## src/csr_consts.svh

```systemverilog
//////////////////////////////
// Shared constants of the machine CSR block
// RV32 only, no XLEN switch
// PMP entry count must be a multiple of 4
// PMP address registers hold PA bits 33:2
//////////////////////////////
`ifndef CSR_CONSTS_SVH
`define CSR_CONSTS_SVH

// Widths
`define CSR_XLEN        32
`define CSR_PMP_ENTRIES 8
`define CSR_PA_BITS     34

// Machine CSR addresses
`define CSR_ADR_MSTATUS       12'h300
`define CSR_ADR_MISA          12'h301
`define CSR_ADR_MEDELEG       12'h302
`define CSR_ADR_MIDELEG       12'h303
`define CSR_ADR_MIE           12'h304
`define CSR_ADR_MTVEC         12'h305
`define CSR_ADR_MCOUNTEREN    12'h306
`define CSR_ADR_MCOUNTINHIBIT 12'h320
`define CSR_ADR_MSCRATCH      12'h340
`define CSR_ADR_MEPC          12'h341
`define CSR_ADR_MCAUSE        12'h342
`define CSR_ADR_MTVAL         12'h343
`define CSR_ADR_MIP           12'h344
`define CSR_ADR_MTINST        12'h34A
`define CSR_ADR_PMPCFG0       12'h3A0
`define CSR_ADR_PMPADDR0      12'h3B0
`define CSR_ADR_MVENDORID     12'hF11
`define CSR_ADR_MARCHID       12'hF12
`define CSR_ADR_MIMPID        12'hF13
`define CSR_ADR_MHARTID       12'hF14
`define CSR_ADR_MCONFIGPTR    12'hF15

// Fixed read values, MXL=1 with I and M
`define CSR_MISA_VAL   32'h4000_1100
`define CSR_MIMPID_VAL 32'h0000_0100

// Delegation write masks
`define CSR_MEDELEG_MASK 16'hB3FF
`define CSR_MIDELEG_MASK 12'h222

`endif

```

## src/csrPkg.sv

```systemverilog
//////////////////////////////
// Shared types of the machine CSR block
// Word width follows CSR_XLEN
// Cause code bit 4 marks an interrupt
//////////////////////////////
`include "csr_consts.svh"

package csrPkg;

  //////////////////////////////
  // Register and address types
  //////////////////////////////

  // One register value
  typedef logic [`CSR_XLEN-1:0] csrWord_t;

  // 12-bit CSR address as decoded by every block
  typedef logic [11:0] csrAdr_t;

  //////////////////////////////
  // Trap types
  //////////////////////////////

  // Top bit set for interrupts
  // Low four bits hold the exception or interrupt code
  typedef logic [4:0] trapCause_t;

endpackage

```

## src/csrBusPort.sv

```systemverilog
//////////////////////////////
// Wishbone classic slave for CSR access
// One strobe per bus cycle, answer one cycle later
// Never stalls; ack or err lasts one cycle
// Address and data are passed straight to the CSRs
//////////////////////////////
`timescale 1ns/1ps

module csrBusPort (
  input  logic              clk,
  input  logic              rstN,
  input  logic              wbCyc,
  input  logic              wbStb,
  input  logic              wbWe,
  input  csrPkg::csrAdr_t   wbAdr,
  input  csrPkg::csrWord_t  wbDatIn,
  input  csrPkg::csrWord_t  csrRdData,
  input  logic              csrIllegal,
  output csrPkg::csrWord_t  wbDatOut,
  output logic              wbAck,
  output logic              wbErr,
  output csrPkg::csrAdr_t   csrAdr,
  output csrPkg::csrWord_t  csrWrData,
  output logic              csrWrite
);

  // Set for the cycle in which the answer is on the bus
  logic answered;
  // Request seen for the first time
  logic newReq;

  assign newReq = wbCyc & wbStb & ~answered;

  // Address and write data go to the register blocks as they are
  assign csrAdr    = wbAdr;
  assign csrWrData = wbDatIn;

  // Write strobe only for legal accesses
  assign csrWrite = newReq & wbWe & ~csrIllegal;

  //////////////////////////////
  // Handshake
  //////////////////////////////

  always_ff @(posedge clk) begin
    if (!rstN) begin
      answered <= 1'b0;
      wbAck    <= 1'b0;
      wbErr    <= 1'b0;
    end else begin
      answered <= newReq;
      // Legal access acks, anything else errs
      wbAck    <= newReq & ~csrIllegal;
      wbErr    <= newReq & csrIllegal;
    end
  end

  // Read data sampled with the request, before any same-cycle update
  always_ff @(posedge clk) begin
    if (newReq) begin
      wbDatOut <= csrRdData;
    end
  end

  // The two answers exclude each other
  assert property (@(posedge clk) disable iff (!rstN) !(wbAck && wbErr))
    else $error("wbAck and wbErr high together");

endmodule

```

## src/csrMachine.sv

```systemverilog
//////////////////////////////
// Machine-mode registers of an RV32 hart
// Only MIE, MPIE and MPP exist in mstatus
// Trap beats a bus write to the same register
// mip mirrors the input pin, writes ignored
// misa and mtinst ignore writes, ID registers reject them
//////////////////////////////
`timescale 1ns/1ps
`include "csr_consts.svh"

module csrMachine (
  input  logic                clk,
  input  logic                rstN,
  input  logic                csrWrite,
  input  csrPkg::csrAdr_t     csrAdr,
  input  csrPkg::csrWord_t    csrWrData,
  input  logic                mTrap,
  input  csrPkg::csrWord_t    nextEpc,
  input  csrPkg::trapCause_t  nextCause,
  input  csrPkg::csrWord_t    nextMtval,
  input  logic [11:0]         mip,
  output csrPkg::csrWord_t    mReadVal,
  output logic                mHit,
  output logic                mReadOnly,
  output csrPkg::csrWord_t    mtvec,
  output csrPkg::csrWord_t    mepc,
  output logic [15:0]         medeleg,
  output logic [11:0]         mideleg,
  output logic [11:0]         mie,
  output logic                mstatusMie
);
  import csrPkg::*;

  csrWord_t   mscratch;
  csrWord_t   mcause;
  csrWord_t   mtval;
  csrWord_t   mcounteren;
  csrWord_t   mcountinhibit;
  csrWord_t   mstatusVal;
  logic       mstatusMpie;
  logic [1:0] mstatusMpp;

  logic wrMstatus;
  logic wrMtvec;
  logic wrMedeleg;
  logic wrMideleg;
  logic wrMie;
  logic wrMscratch;
  logic wrMepc;
  logic wrMcause;
  logic wrMtval;
  logic wrMcounteren;
  logic wrMcountinhibit;

  //////////////////////////////
  // Write decode
  //////////////////////////////

  assign wrMstatus       = csrWrite & (csrAdr == `CSR_ADR_MSTATUS);
  assign wrMtvec         = csrWrite & (csrAdr == `CSR_ADR_MTVEC);
  assign wrMedeleg       = csrWrite & (csrAdr == `CSR_ADR_MEDELEG);
  assign wrMideleg       = csrWrite & (csrAdr == `CSR_ADR_MIDELEG);
  assign wrMie           = csrWrite & (csrAdr == `CSR_ADR_MIE);
  assign wrMscratch      = csrWrite & (csrAdr == `CSR_ADR_MSCRATCH);
  assign wrMepc          = csrWrite & (csrAdr == `CSR_ADR_MEPC);
  assign wrMcause        = csrWrite & (csrAdr == `CSR_ADR_MCAUSE);
  assign wrMtval         = csrWrite & (csrAdr == `CSR_ADR_MTVAL);
  assign wrMcounteren    = csrWrite & (csrAdr == `CSR_ADR_MCOUNTEREN);
  assign wrMcountinhibit = csrWrite & (csrAdr == `CSR_ADR_MCOUNTINHIBIT);

  //////////////////////////////
  // Registers
  //////////////////////////////

  // mstatus fields, trap stacks MIE and forces machine mode
  always_ff @(posedge clk) begin
    if (!rstN) begin
      mstatusMie  <= 1'b0;
      mstatusMpie <= 1'b0;
      mstatusMpp  <= 2'b00;
    end else if (mTrap) begin
      mstatusMpie <= mstatusMie;
      mstatusMie  <= 1'b0;
      mstatusMpp  <= 2'b11;
    end else if (wrMstatus) begin
      mstatusMie  <= csrWrData[3];
      mstatusMpie <= csrWrData[7];
      mstatusMpp  <= csrWrData[12:11];
    end
  end

  // Trap-loaded registers, trap has priority
  always_ff @(posedge clk) begin
    if (!rstN) begin
      mepc   <= '0;
      mcause <= '0;
      mtval  <= '0;
    end else if (mTrap) begin
      mepc   <= nextEpc;
      // Interrupt flag moves to the top bit
      mcause <= {nextCause[4], {(`CSR_XLEN-5){1'b0}}, nextCause[3:0]};
      mtval  <= nextMtval;
    end else begin
      if (wrMepc) mepc <= csrWrData;
      if (wrMcause) mcause <= csrWrData;
      if (wrMtval) mtval <= csrWrData;
    end
  end

  // Plain bus-written registers
  always_ff @(posedge clk) begin
    if (!rstN) begin
      mtvec         <= '0;
      medeleg       <= '0;
      mideleg       <= '0;
      mie           <= '0;
      mscratch      <= '0;
      mcounteren    <= '0;
      mcountinhibit <= '0;
    end else begin
      // Mode encoding 2 and 3 reserved, bit 1 kept clear
      if (wrMtvec) mtvec <= {csrWrData[`CSR_XLEN-1:2], 1'b0, csrWrData[0]};
      if (wrMedeleg) medeleg <= csrWrData[15:0] & `CSR_MEDELEG_MASK;
      if (wrMideleg) mideleg <= csrWrData[11:0] & `CSR_MIDELEG_MASK;
      if (wrMie) mie <= csrWrData[11:0];
      if (wrMscratch) mscratch <= csrWrData;
      if (wrMcounteren) mcounteren <= csrWrData;
      if (wrMcountinhibit) mcountinhibit <= csrWrData;
    end
  end

  //////////////////////////////
  // Read decode
  //////////////////////////////

  // MPP at 12:11, MPIE at 7, MIE at 3
  assign mstatusVal = {{(`CSR_XLEN-13){1'b0}}, mstatusMpp, 3'b000, mstatusMpie,
                       3'b000, mstatusMie, 3'b000};

  always_comb begin
    mReadVal  = '0;
    mHit      = 1'b1;
    mReadOnly = 1'b0;
    case (csrAdr)
      `CSR_ADR_MSTATUS:       mReadVal = mstatusVal;
      `CSR_ADR_MISA:          mReadVal = `CSR_MISA_VAL;
      `CSR_ADR_MEDELEG:       mReadVal = {{(`CSR_XLEN-16){1'b0}}, medeleg};
      `CSR_ADR_MIDELEG:       mReadVal = {{(`CSR_XLEN-12){1'b0}}, mideleg};
      `CSR_ADR_MIE:           mReadVal = {{(`CSR_XLEN-12){1'b0}}, mie};
      `CSR_ADR_MTVEC:         mReadVal = mtvec;
      `CSR_ADR_MCOUNTEREN:    mReadVal = mcounteren;
      `CSR_ADR_MCOUNTINHIBIT: mReadVal = mcountinhibit;
      `CSR_ADR_MSCRATCH:      mReadVal = mscratch;
      `CSR_ADR_MEPC:          mReadVal = mepc;
      `CSR_ADR_MCAUSE:        mReadVal = mcause;
      `CSR_ADR_MTVAL:         mReadVal = mtval;
      `CSR_ADR_MIP:           mReadVal = {{(`CSR_XLEN-12){1'b0}}, mip};
      // Trivial zero
      `CSR_ADR_MTINST:        mReadVal = '0;
      // ID block, read-only by address
      `CSR_ADR_MVENDORID,
      `CSR_ADR_MARCHID,
      `CSR_ADR_MHARTID,
      `CSR_ADR_MCONFIGPTR: begin
        mReadVal  = '0;
        mReadOnly = 1'b1;
      end
      `CSR_ADR_MIMPID: begin
        mReadVal  = `CSR_MIMPID_VAL;
        mReadOnly = 1'b1;
      end
      default: mHit = 1'b0;
    endcase
  end

  // Trap pulse from the core must be clean once out of reset
  assert property (@(posedge clk) disable iff (!rstN) !$isunknown(mTrap))
    else $error("mTrap unknown");

endmodule

```

## src/csrReadSel.sv

```systemverilog
//////////////////////////////
// Read mux and legality check
// Combinational, PMP ranges decoded here
// Illegal accesses read as zero
//////////////////////////////
`timescale 1ns/1ps
`include "csr_consts.svh"

module csrReadSel (
  input  csrPkg::csrAdr_t                                csrAdr,
  input  logic                                           wbWe,
  input  csrPkg::csrWord_t                               mReadVal,
  input  logic                                           mHit,
  input  logic                                           mReadOnly,
  input  logic [`CSR_PMP_ENTRIES*8-1:0]                  pmpCfg,
  input  logic [`CSR_PMP_ENTRIES*(`CSR_PA_BITS-2)-1:0]   pmpAddr,
  output csrPkg::csrWord_t                               csrRdData,
  output logic                                           csrIllegal
);
  import csrPkg::*;

  localparam int unsigned AddrW     = `CSR_PA_BITS - 2;
  // One pmpcfg register per four entries
  localparam csrAdr_t     CfgRegs   = csrAdr_t'(`CSR_PMP_ENTRIES / 4);
  localparam csrAdr_t     AddrRegs  = csrAdr_t'(`CSR_PMP_ENTRIES);

  csrAdr_t  cfgOff;
  csrAdr_t  addrOff;
  logic     cfgHit;
  logic     addrHit;
  csrWord_t rdVal;

  // Offsets wrap below the base, so one compare covers both ends
  assign cfgOff  = csrAdr - `CSR_ADR_PMPCFG0;
  assign addrOff = csrAdr - `CSR_ADR_PMPADDR0;
  assign cfgHit  = (cfgOff < CfgRegs);
  assign addrHit = (addrOff < AddrRegs);

  always_comb begin
    if (addrHit) begin
      rdVal = csrWord_t'(pmpAddr[addrOff*AddrW +: AddrW]);
    end else if (cfgHit) begin
      // Entry 4g in the low byte
      rdVal = csrWord_t'(pmpCfg[cfgOff*32 +: 32]);
    end else begin
      rdVal = mReadVal;
    end
  end

  // Unmapped, or a write to a read-only ID register
  assign csrIllegal = ~(addrHit | cfgHit | mHit) | (wbWe & mReadOnly);
  assign csrRdData  = csrIllegal ? '0 : rdVal;

endmodule

```

## src/csrSubsystem.sv

```systemverilog
//////////////////////////////
// Machine CSR block behind a Wishbone slave
// Trap port loads mepc, mcause, mtval
// Register state exported for the core
//////////////////////////////
`timescale 1ns/1ps
`include "csr_consts.svh"

module csrSubsystem (
  input  logic                clk,
  input  logic                rstN,
  input  logic                wbCyc,
  input  logic                wbStb,
  input  logic                wbWe,
  input  csrPkg::csrAdr_t     wbAdr,
  input  csrPkg::csrWord_t    wbDatIn,
  output csrPkg::csrWord_t    wbDatOut,
  output logic                wbAck,
  output logic                wbErr,
  input  logic                mTrap,
  input  csrPkg::csrWord_t    nextEpc,
  input  csrPkg::trapCause_t  nextCause,
  input  csrPkg::csrWord_t    nextMtval,
  input  logic [11:0]         mip,
  output csrPkg::csrWord_t    mtvec,
  output csrPkg::csrWord_t    mepc,
  output logic [15:0]         medeleg,
  output logic [11:0]         mideleg,
  output logic [11:0]         mie,
  output logic                mstatusMie
);
  import csrPkg::*;

  localparam int unsigned AddrW = `CSR_PA_BITS - 2;

  csrAdr_t  csrAdr;
  csrWord_t csrWrData;
  logic     csrWrite;
  csrWord_t csrRdData;
  logic     csrIllegal;
  csrWord_t mReadVal;
  logic     mHit;
  logic     mReadOnly;

  logic [`CSR_PMP_ENTRIES*8-1:0]     pmpCfg;
  logic [`CSR_PMP_ENTRIES*AddrW-1:0] pmpAddr;
  // One extra slot so the last entry sees an unlocked neighbour
  logic [`CSR_PMP_ENTRIES:0]         pmpLocked;
  logic [`CSR_PMP_ENTRIES:0]         pmpTor;

  assign pmpLocked[`CSR_PMP_ENTRIES] = 1'b0;
  assign pmpTor[`CSR_PMP_ENTRIES]    = 1'b0;

  csrBusPort u_busPort (
    .clk(clk), .rstN(rstN),
    .wbCyc(wbCyc), .wbStb(wbStb), .wbWe(wbWe), .wbAdr(wbAdr), .wbDatIn(wbDatIn),
    .csrRdData(csrRdData), .csrIllegal(csrIllegal),
    .wbDatOut(wbDatOut), .wbAck(wbAck), .wbErr(wbErr),
    .csrAdr(csrAdr), .csrWrData(csrWrData), .csrWrite(csrWrite)
  );

  // PMP chain, each entry watches the one above
  for (genvar i = 0; i < `CSR_PMP_ENTRIES; i++) begin : gPmp
    pmpEntry #(.Index(i)) u_pmpEntry (
      .clk(clk), .rstN(rstN),
      .csrWrite(csrWrite), .csrAdr(csrAdr), .csrWrData(csrWrData),
      .nextLocked(pmpLocked[i+1]), .nextTor(pmpTor[i+1]),
      .cfg(pmpCfg[i*8 +: 8]), .addr(pmpAddr[i*AddrW +: AddrW]),
      .locked(pmpLocked[i]), .tor(pmpTor[i])
    );
  end

  csrMachine u_machine (
    .clk(clk), .rstN(rstN),
    .csrWrite(csrWrite), .csrAdr(csrAdr), .csrWrData(csrWrData),
    .mTrap(mTrap), .nextEpc(nextEpc), .nextCause(nextCause), .nextMtval(nextMtval),
    .mip(mip),
    .mReadVal(mReadVal), .mHit(mHit), .mReadOnly(mReadOnly),
    .mtvec(mtvec), .mepc(mepc), .medeleg(medeleg), .mideleg(mideleg),
    .mie(mie), .mstatusMie(mstatusMie)
  );

  csrReadSel u_readSel (
    .csrAdr(csrAdr), .wbWe(wbWe),
    .mReadVal(mReadVal), .mHit(mHit), .mReadOnly(mReadOnly),
    .pmpCfg(pmpCfg), .pmpAddr(pmpAddr),
    .csrRdData(csrRdData), .csrIllegal(csrIllegal)
  );

endmodule

```

## src/pmpEntry.sv

```systemverilog
//////////////////////////////
// One PMP entry, cfg byte and address
// Lock bit blocks its own cfg and addr writes
// Locked TOR next entry blocks addr writes
// No address matching here
//////////////////////////////
`timescale 1ns/1ps
`include "csr_consts.svh"

module pmpEntry #(
  parameter int unsigned Index = 0
) (
  input  logic                    clk,
  input  logic                    rstN,
  input  logic                    csrWrite,
  input  csrPkg::csrAdr_t         csrAdr,
  input  csrPkg::csrWord_t        csrWrData,
  input  logic                    nextLocked,
  input  logic                    nextTor,
  output logic [7:0]              cfg,
  output logic [`CSR_PA_BITS-3:0] addr,
  output logic                    locked,
  output logic                    tor
);
  import csrPkg::*;

  // Four cfg bytes share one pmpcfg register
  localparam csrAdr_t     CfgAdr  = csrAdr_t'(`CSR_ADR_PMPCFG0 + Index / 4);
  localparam csrAdr_t     AddrAdr = csrAdr_t'(`CSR_ADR_PMPADDR0 + Index);
  // Bit offset of this entry's byte lane
  localparam int unsigned Lane    = (Index % 4) * 8;

  logic wrCfg;
  logic wrAddr;

  // L bit and A field as seen by the previous entry
  assign locked = cfg[7];
  assign tor    = (cfg[4:3] == 2'b01);

  assign wrCfg  = csrWrite & (csrAdr == CfgAdr) & ~locked;
  // Locked TOR above uses this address as its bottom
  assign wrAddr = csrWrite & (csrAdr == AddrAdr) & ~locked & ~(nextLocked & nextTor);

  always_ff @(posedge clk) begin
    if (!rstN) begin
      cfg  <= '0;
      addr <= '0;
    end else begin
      if (wrCfg) begin
        cfg <= csrWrData[Lane +: 8];
      end
      if (wrAddr) begin
        addr <= csrWrData[`CSR_PA_BITS-3:0];
      end
    end
  end

  // Once locked the byte holds until reset
  assert property (@(posedge clk) disable iff (!rstN) locked |=> $stable(cfg))
    else $error("locked PMP cfg changed");

endmodule
```

## config.mk

```make
export PLATFORM = sky130hd
export DESIGN_NAME = csrSubsystem
export DESIGN_NICKNAME = d
export VERILOG_FILES = /design/src/csrPkg.sv /design/src/csrBusPort.sv /design/src/csrMachine.sv /design/src/csrReadSel.sv /design/src/csrSubsystem.sv /design/src/pmpEntry.sv
export VERILOG_INCLUDE_DIRS = /design/src
export SDC_FILE = /design/constraint.sdc
export NUM_CORES = 1
export LEC_CHECK = 0
export BUFFER_PORTS_ARGS = -buffer_cell sky130_fd_sc_hd__buf_4
export CORE_MARGIN = 2
export CORE_UTILIZATION = 55
export DETAILED_ROUTE_END_ITERATION = 10
export PLACE_DENSITY = 0.75
export SLEW_MARGIN = 10
export SYNTH_ARGS = -nofsm -noshare
export SYNTH_HDL_FRONTEND = slang
export SYNTH_SLANG_ARGS = --single-unit
```

## constraint.sdc

```tcl
create_clock -name clk -period 3.4 [get_ports clk]
set_input_delay 0.34 -clock clk [delete_from_list [all_inputs] [get_ports clk]]
set_output_delay 0.34 -clock clk [all_outputs]
set_load 0.005 [all_outputs]
```

* Word level (Yosys, flattened, before mapping) *
Cells that the tools add are included.
Widths: inputs -> output; s select.

storage, ports and cells
  bits in registers = 610
  latch bits = 0
  RAM bits = 0
  ROM bits = 0
  logic and storage cells = 178
  memories = 0

operators by class
  add/sub/neg operators = 2
  multipliers = 0
  div/mod/pow operators = 0
  order comparisons = 2
  equal/unequal tests = 36
  shift-type cells = 2
  multiplexer cells = 15
  bitwise logic cells = 80
  reduce and logical (&&, ||, !) cells = 7

operators by type and width
  cell                    number
  $pmux 32 s14            1
  $eq 12x10->1 const B    24
  $mux 32                 8
  $shiftx 256x18->32      1
  $shiftx 64x18->32       1
  $eq 12x12->1 const B    5
  $and 1x1->1             58
  $sub 12x10->12 const B  2
  $not 1->1               19
  $reduce_or 19->1        1
  $eq 2x1->1 const B      7
  $lt 12x2->1 const B     1
  $lt 12x4->1 const B     1
  $reduce_bool 2->1       4
  $reduce_or 5->1         1
  $mux 1                  4
  $mux 2                  2
  $or 1x1->1              3
  $reduce_or 2->1         1

* Longest topological paths before layout *
  depth after elaboration = 11
  depth in mapped cells = 11

* Cells and area by module *
A second synthesis with hierarchy kept.

unflattened totals
  cell total of the unflattened synthesis = 3306
  area, all modules = 29628.4 um^2

modules (own cells, without submodules)
  module                             times used  cells each  area an instance (um^2)  sequential area each (um^2)
  csrMachine                         1           1556        12187.9                  5104.9
  pmpEntry (gPmp[1].u_pmpEntry ...)  2           182         1596.5                   800.8
  csrReadSel                         1           247         3149.3                   0.0
  pmpEntry (gPmp[4].u_pmpEntry)      1           174         1627.8                   800.8
  pmpEntry (gPmp[0].u_pmpEntry)      1           174         1626.6                   800.8
  pmpEntry (gPmp[3].u_pmpEntry)      1           174         1622.8                   800.8
  pmpEntry (gPmp[6].u_pmpEntry)      1           174         1619.1                   800.8
  pmpEntry (gPmp[7].u_pmpEntry)      1           174         1612.8                   800.8
  pmpEntry (gPmp[5].u_pmpEntry)      1           182         1585.3                   800.8
  csrBusPort                         1           86          1400.1                   1021.0
  csrSubsystem                       1           1           3.8                      0.0

* Worst setup path after synthesis *
OpenSTA, ideal clock, no wires.

  kind = input port to flip-flop
  start point = input wbAdr[6]
  end point = register u_busPort.wbDatOut[8], data pin
  arrival = 2517 ps
  setup slack = 607 ps
  stages on the path = 11
  path buffers = 3
  cell sequence = buf_2 -> inv_1 -> ha_1 -> nand4_1 -> a2bb2oi_1 -> o211ai_1 -> buf_6 -> nor3_4 -> o21bai_1 -> buf_6 -> a211oi_1

on the way
  longest elaborated chain between the ends = 6

RTL lines
  what                                                           RTL line                             source
  from (decl)                                                    csrSubsystem.sv:15                   input csrPkg::csrAdr_t wbAdr,
  $sub 12x10->12 (no source line), or another cell as far along  n/a
  $lt 12x4->1, or another cell as far along                      csrReadSel.sv:37                     assign addrHit = (addrOff < AddrRegs);
  $or 1x1->1 / $mux 1 (equally long branches)                    csrReadSel.sv:51, csrMachine.sv:144
  $or 1x1->1                                                     csrReadSel.sv:51                     assign csrIllegal = ~(addrHit | cfgHit | mHit) | (wbWe & mReadOnly);
  $not 1->1                                                      csrReadSel.sv:51
  $or 1x1->1                                                     csrReadSel.sv:51
  to (signal assigned)                                           csrBusPort.sv:61                     wbDatOut <= csrRdData;
  to (decl)                                                      csrBusPort.sv:19                     output csrPkg::csrWord_t wbDatOut,

Parallel ways exist; a longest one is shown, timed or not.
A chain may end at the register's enable or synchronous reset.

* Worst setup path after layout *
  start point = register u_machine.mstatusMie
  end point = register u_busPort.wbDatOut[3], data pin

on the way
  longest elaborated chain between the ends = 3

RTL lines
  what                    RTL line           source
  from (decl)             csrMachine.sv:30   output logic mstatusMie
  from (signal assigned)  csrMachine.sv:86   mstatusMie <= csrWrData[3];
  $pmux 32 s14            csrMachine.sv:144  case (csrAdr)
  $mux 32                 csrReadSel.sv:42   end else if (cfgHit) begin
  $mux 32                 csrReadSel.sv:40   if (addrHit) begin

No other way between the ends.

==> flow_metrics.tcl <==
set metrics [dict create \
    multi_input_area_um2 13440 \
    place_ws_ns 0.3863 \
    ys_seq_elements 610 \
    fmax_ghz 0.3957 \
    fill_cells 3946 \
    place.gp.congestion 1.039 \
    fin_crit_sh_pct 74.33 \
    r2r-start "u_machine.mstatusMie" \
    route.detailed.drc 0 \
    switching_share_pct 23.67 \
    critPathRequiredTime_ns 3.75 \
    grt_max_degree 101 \
    die_area_um2 50970 \
    grt_util_all_layers_pct 34.73 \
    cts_setup_buffers 0 \
    yosysMostFrequentCell "dfxtp_1" \
    htreeDepth 2 \
    drive_gt1_share_pct 18.40 \
    seq_area_um2 12530 \
    postSynth.asyncResetShare_pct 0 \
    fin_worst_skew_ns 0.02731 \
    combinationalPowerShare_pct 6.0 \
    vdd_drop_max_mv 0.3805 \
    cts.repair.resized 0 \
    cts_buffers 60 \
    vias_per_cell 6.218 \
    dr.first_iter.drc_count 2842 \
    cts_sinks 610 \
    portBuffers 256 \
    clock_path_buffers 3 \
    synth-edff-count 32 \
    die_x_um 225.8 \
    drtPass1Iterations 8 \
    start_util_pct 55.48 \
    critPathLaunch "u_machine.mstatusMie" \
    fin_nets 3263 \
    drv_cap 0 \
    postLayoutSetupSlackWorst_ns 0.8728 \
    ff2ff_path_depth 7 \
    grt_pass1_wl_um 136000 \
    r2r-end "u_busPort.wbDatOut[3]" \
    worst_pin_slew_ns 0.9070 \
    cts-root-buf "clkbuf_16" \
    status "completed" \
    rsz0062_at_grt "false" \
    avgSynthCellArea_um2 9.088 \
    powerDensity_nw_per_um2 461.1 \
    ant_nets 0 \
    diodes 0 \
    yosys.area.top_type_share_pct 42.78 \
    num_vias 23895 \
    crit_path_end "u_busPort.wbDatOut[3]" \
    synthTopCellsByArea "dfxtp_1, nand2_1, mux2i_1" \
    grt_overflow_total 0 \
    die_y_um 225.8 \
    routedWlPerCell_um 23.39 \
    antenna_found_initial 0 \
    cp_max_fo 4 \
    max_slew_margin_pct 39.34 \
    finalHoldViolCount 0 \
    finalSetupViolations 0 \
    io_pins 270 \
    cts_tree "built" \
    rows 81 \
    critPathCaptureType "flip-flop" \
    synth.distinct_cells 76 \
    syn_area_um2 27050 \
    ys_seq_area_share_pct 46.33 \
    fin_setup_tns_ns 0 \
    start_kind "flip-flop" \
    routed_wl_um 89880 \
    hold_path_class "input port to flip-flop" \
    arrival_ns 2.87 \
    synthCells 2976 \
    yosys_warnings 0 \
    p_sw_mw 3.472 \
    synth_ff_type "dfxtp_1" \
    core_region_area_um2 48750 \
    drv_slew 0 \
    synth_top_area_cell "dfxtp_1" \
    hpwlAfterDp_um 61480 \
    path_clk_slew_ns 0.06 \
    p_seq_share_pct 50.0 \
    reg2reg_setup_slack_ns 0.87 \
    yosys-top-cells-count "dfxtp_1, nand2_1, o21ai_0, nand3_1, clkbuf_1" \
    worstSetupPathType "flip-flop to flip-flop" \
    p_leak_nw 11.11 \
    grt_pass1_vias 23289 \
    p_clk_share_pct 44.0 \
    p_int_mw 11.19 \
    clk_latency_ns 0.65 \
    fin_crit_ns 2.527 \
    area_growth_pct 17.61 \
]
-- what timing repair did --
item,CTS,global route
hold buffers,15,0
setup endpoints to repair,0,0
endpoints found under the hold margin,15,0
-- area by class of cell --
class                   count  share of cell area [%]
repair buffers            378                   9.664
clock inverters            21                  0.6647
inverters                   9                  0.1062
clock buffers              90                   5.294
multi-input cells        2071                   42.26
flip-flops and latches    610                   39.40
well taps                 664                   2.612
-- power by group through the flow --
stage               Combinational [mW]  Sequential, mW  Clock (mW)
finish                           0.885            7.33        6.45
global route                     0.939            7.32        6.76
CTS                              0.870            7.32        6.49
detailed placement               0.852            7.48           0
global placement                 0.840            7.48           0
floorplan                        0.482            7.46           0
-- critical path, stage by stage, from the launching register on --
cell       delay, ns
dfxtp_1         0.48
mux2i_1         0.21
nor4_1          0.06
a21oi_1         0.33
o31ai_1         0.11
a2111oi_0       0.71
buf_4           0.22
o21ai_0         0.12
-- flip-flops by register name, summed over array words and instances (netlist names) --
name                     count
u_machine.mscratch          32
u_machine.mtvec             31
u_machine.mcause            32
u_machine.mcountinhibit     32
u_machine.mepc              32
gPmp.u_pmpEntry.addr       256
u_machine.mstatusMpp         2
u_machine.mstatusMpie        1
u_machine.mstatusMie         1
u_busPort.wbErr              1
u_busPort.wbAck              1
u_machine.mie               12
u_machine.medeleg           13
u_busPort.answered           1
u_machine.mcounteren        32
gPmp.u_pmpEntry.cfg         64
u_machine.mideleg            3
u_busPort.wbDatOut          32
u_machine.mtval             32
-- how the worst min path moves through the flow --
stage	start	end	slack [ns]	cells after the start
floorplan	u_machine.mcause[4]	u_machine.mcause[4]	0.43	2
CTS	wbDatIn[23]	u_machine.mcause[23]	0.0004	3
global route	wbDatIn[19]	u_machine.mcause[19]	0.01	3
finish	wbDatIn[23]	u_machine.mtvec[23]	0.01	3
global placement	u_machine.mcause[4]	u_machine.mcause[4]	0.44	2
detailed placement	u_machine.mcause[4]	u_machine.mcause[4]	0.45	2
-- layout by cell type (no fill, tap or decap), types with 6 or more instances in the layout --
master         Yosys  routed
dfxtp_1          578     578
nand2_1          541     541
o21ai_0          353     353
buf_4             18     346
nand3_1          285     285
mux2i_1          179     179
a21boi_0         152     152
and2_1            76      76
a21oi_1           72      72
mux4_2            64      64
clkbuf_16          0      60
a22oi_1           40      40
mux2_2            35      35
nor2_1            35      33
edfxtp_1          32      32
clkbuf_1         210      23
a222oi_1          20      20
a22o_1            18      18
dlygate4sd3_1      0      15
buf_12             0      15
a221oi_1          13      13
conb_1             1      13
a31oi_1           13      12
clkinv_2           0      12
nor3_1            13      11
o211ai_1          10      10
nor3_4             9      10
inv_1              9       9
o31ai_1            9       9
o311ai_4           0       7
clkbuf_8           0       7
or3_1              6       6
nor4_1             7       6
-- per-stage QoR --
stage	instances	power, mW	cell area, um2	hold WS (ns)	utilization (%)
after global placement	3717	8.322	29760	0.4363	61.06
final	3843	14.67	31810	0.01100	65.26
after detailed placement	3717	8.334	29760	0.4462	61.06
after floorplan	2988	7.937	27090	0.4284	-
after CTS	3843	14.68	31810	0.0004294	65.26
after global routing	3843	15.03	31810	0.01447	65.26
-- cell families (layout without fill, tap and decap cells) --
| logic type | after synthesis | count (layout) | synth area share [%] |
|---|---|---|---|
| AO/OA/AOI/OAI | 752 | 752 | 17.58 |
| XOR/XNOR | 1 | 1 | 0.03239 |
| adder cells (fa/ha/maj) | 2 | 2 | 0.09250 |
| buffers and inverters | 307 | 498 | 4.746 |
| flip-flops | 610 | 610 | 46.33 |
| multiplexers | 278 | 278 | 13.41 |
| other | 1 | 13 | 0.01386 |
| AND/OR/NAND/NOR | 1025 | 1025 | 17.79 |
-- metal layers --
layer | part of all wire [%] | track usage, % | up-vias
li1 | - | - | 10901
met1 | 39 | 43.54 | 11531
met2 | 48 | 58.06 | 1196
met3 | 8.2 | 4.775 | 267
met4 | 5.6 | 18.80 | 0
met5 | 0 | 0 | -
Power figures use the tool's default switching activity.
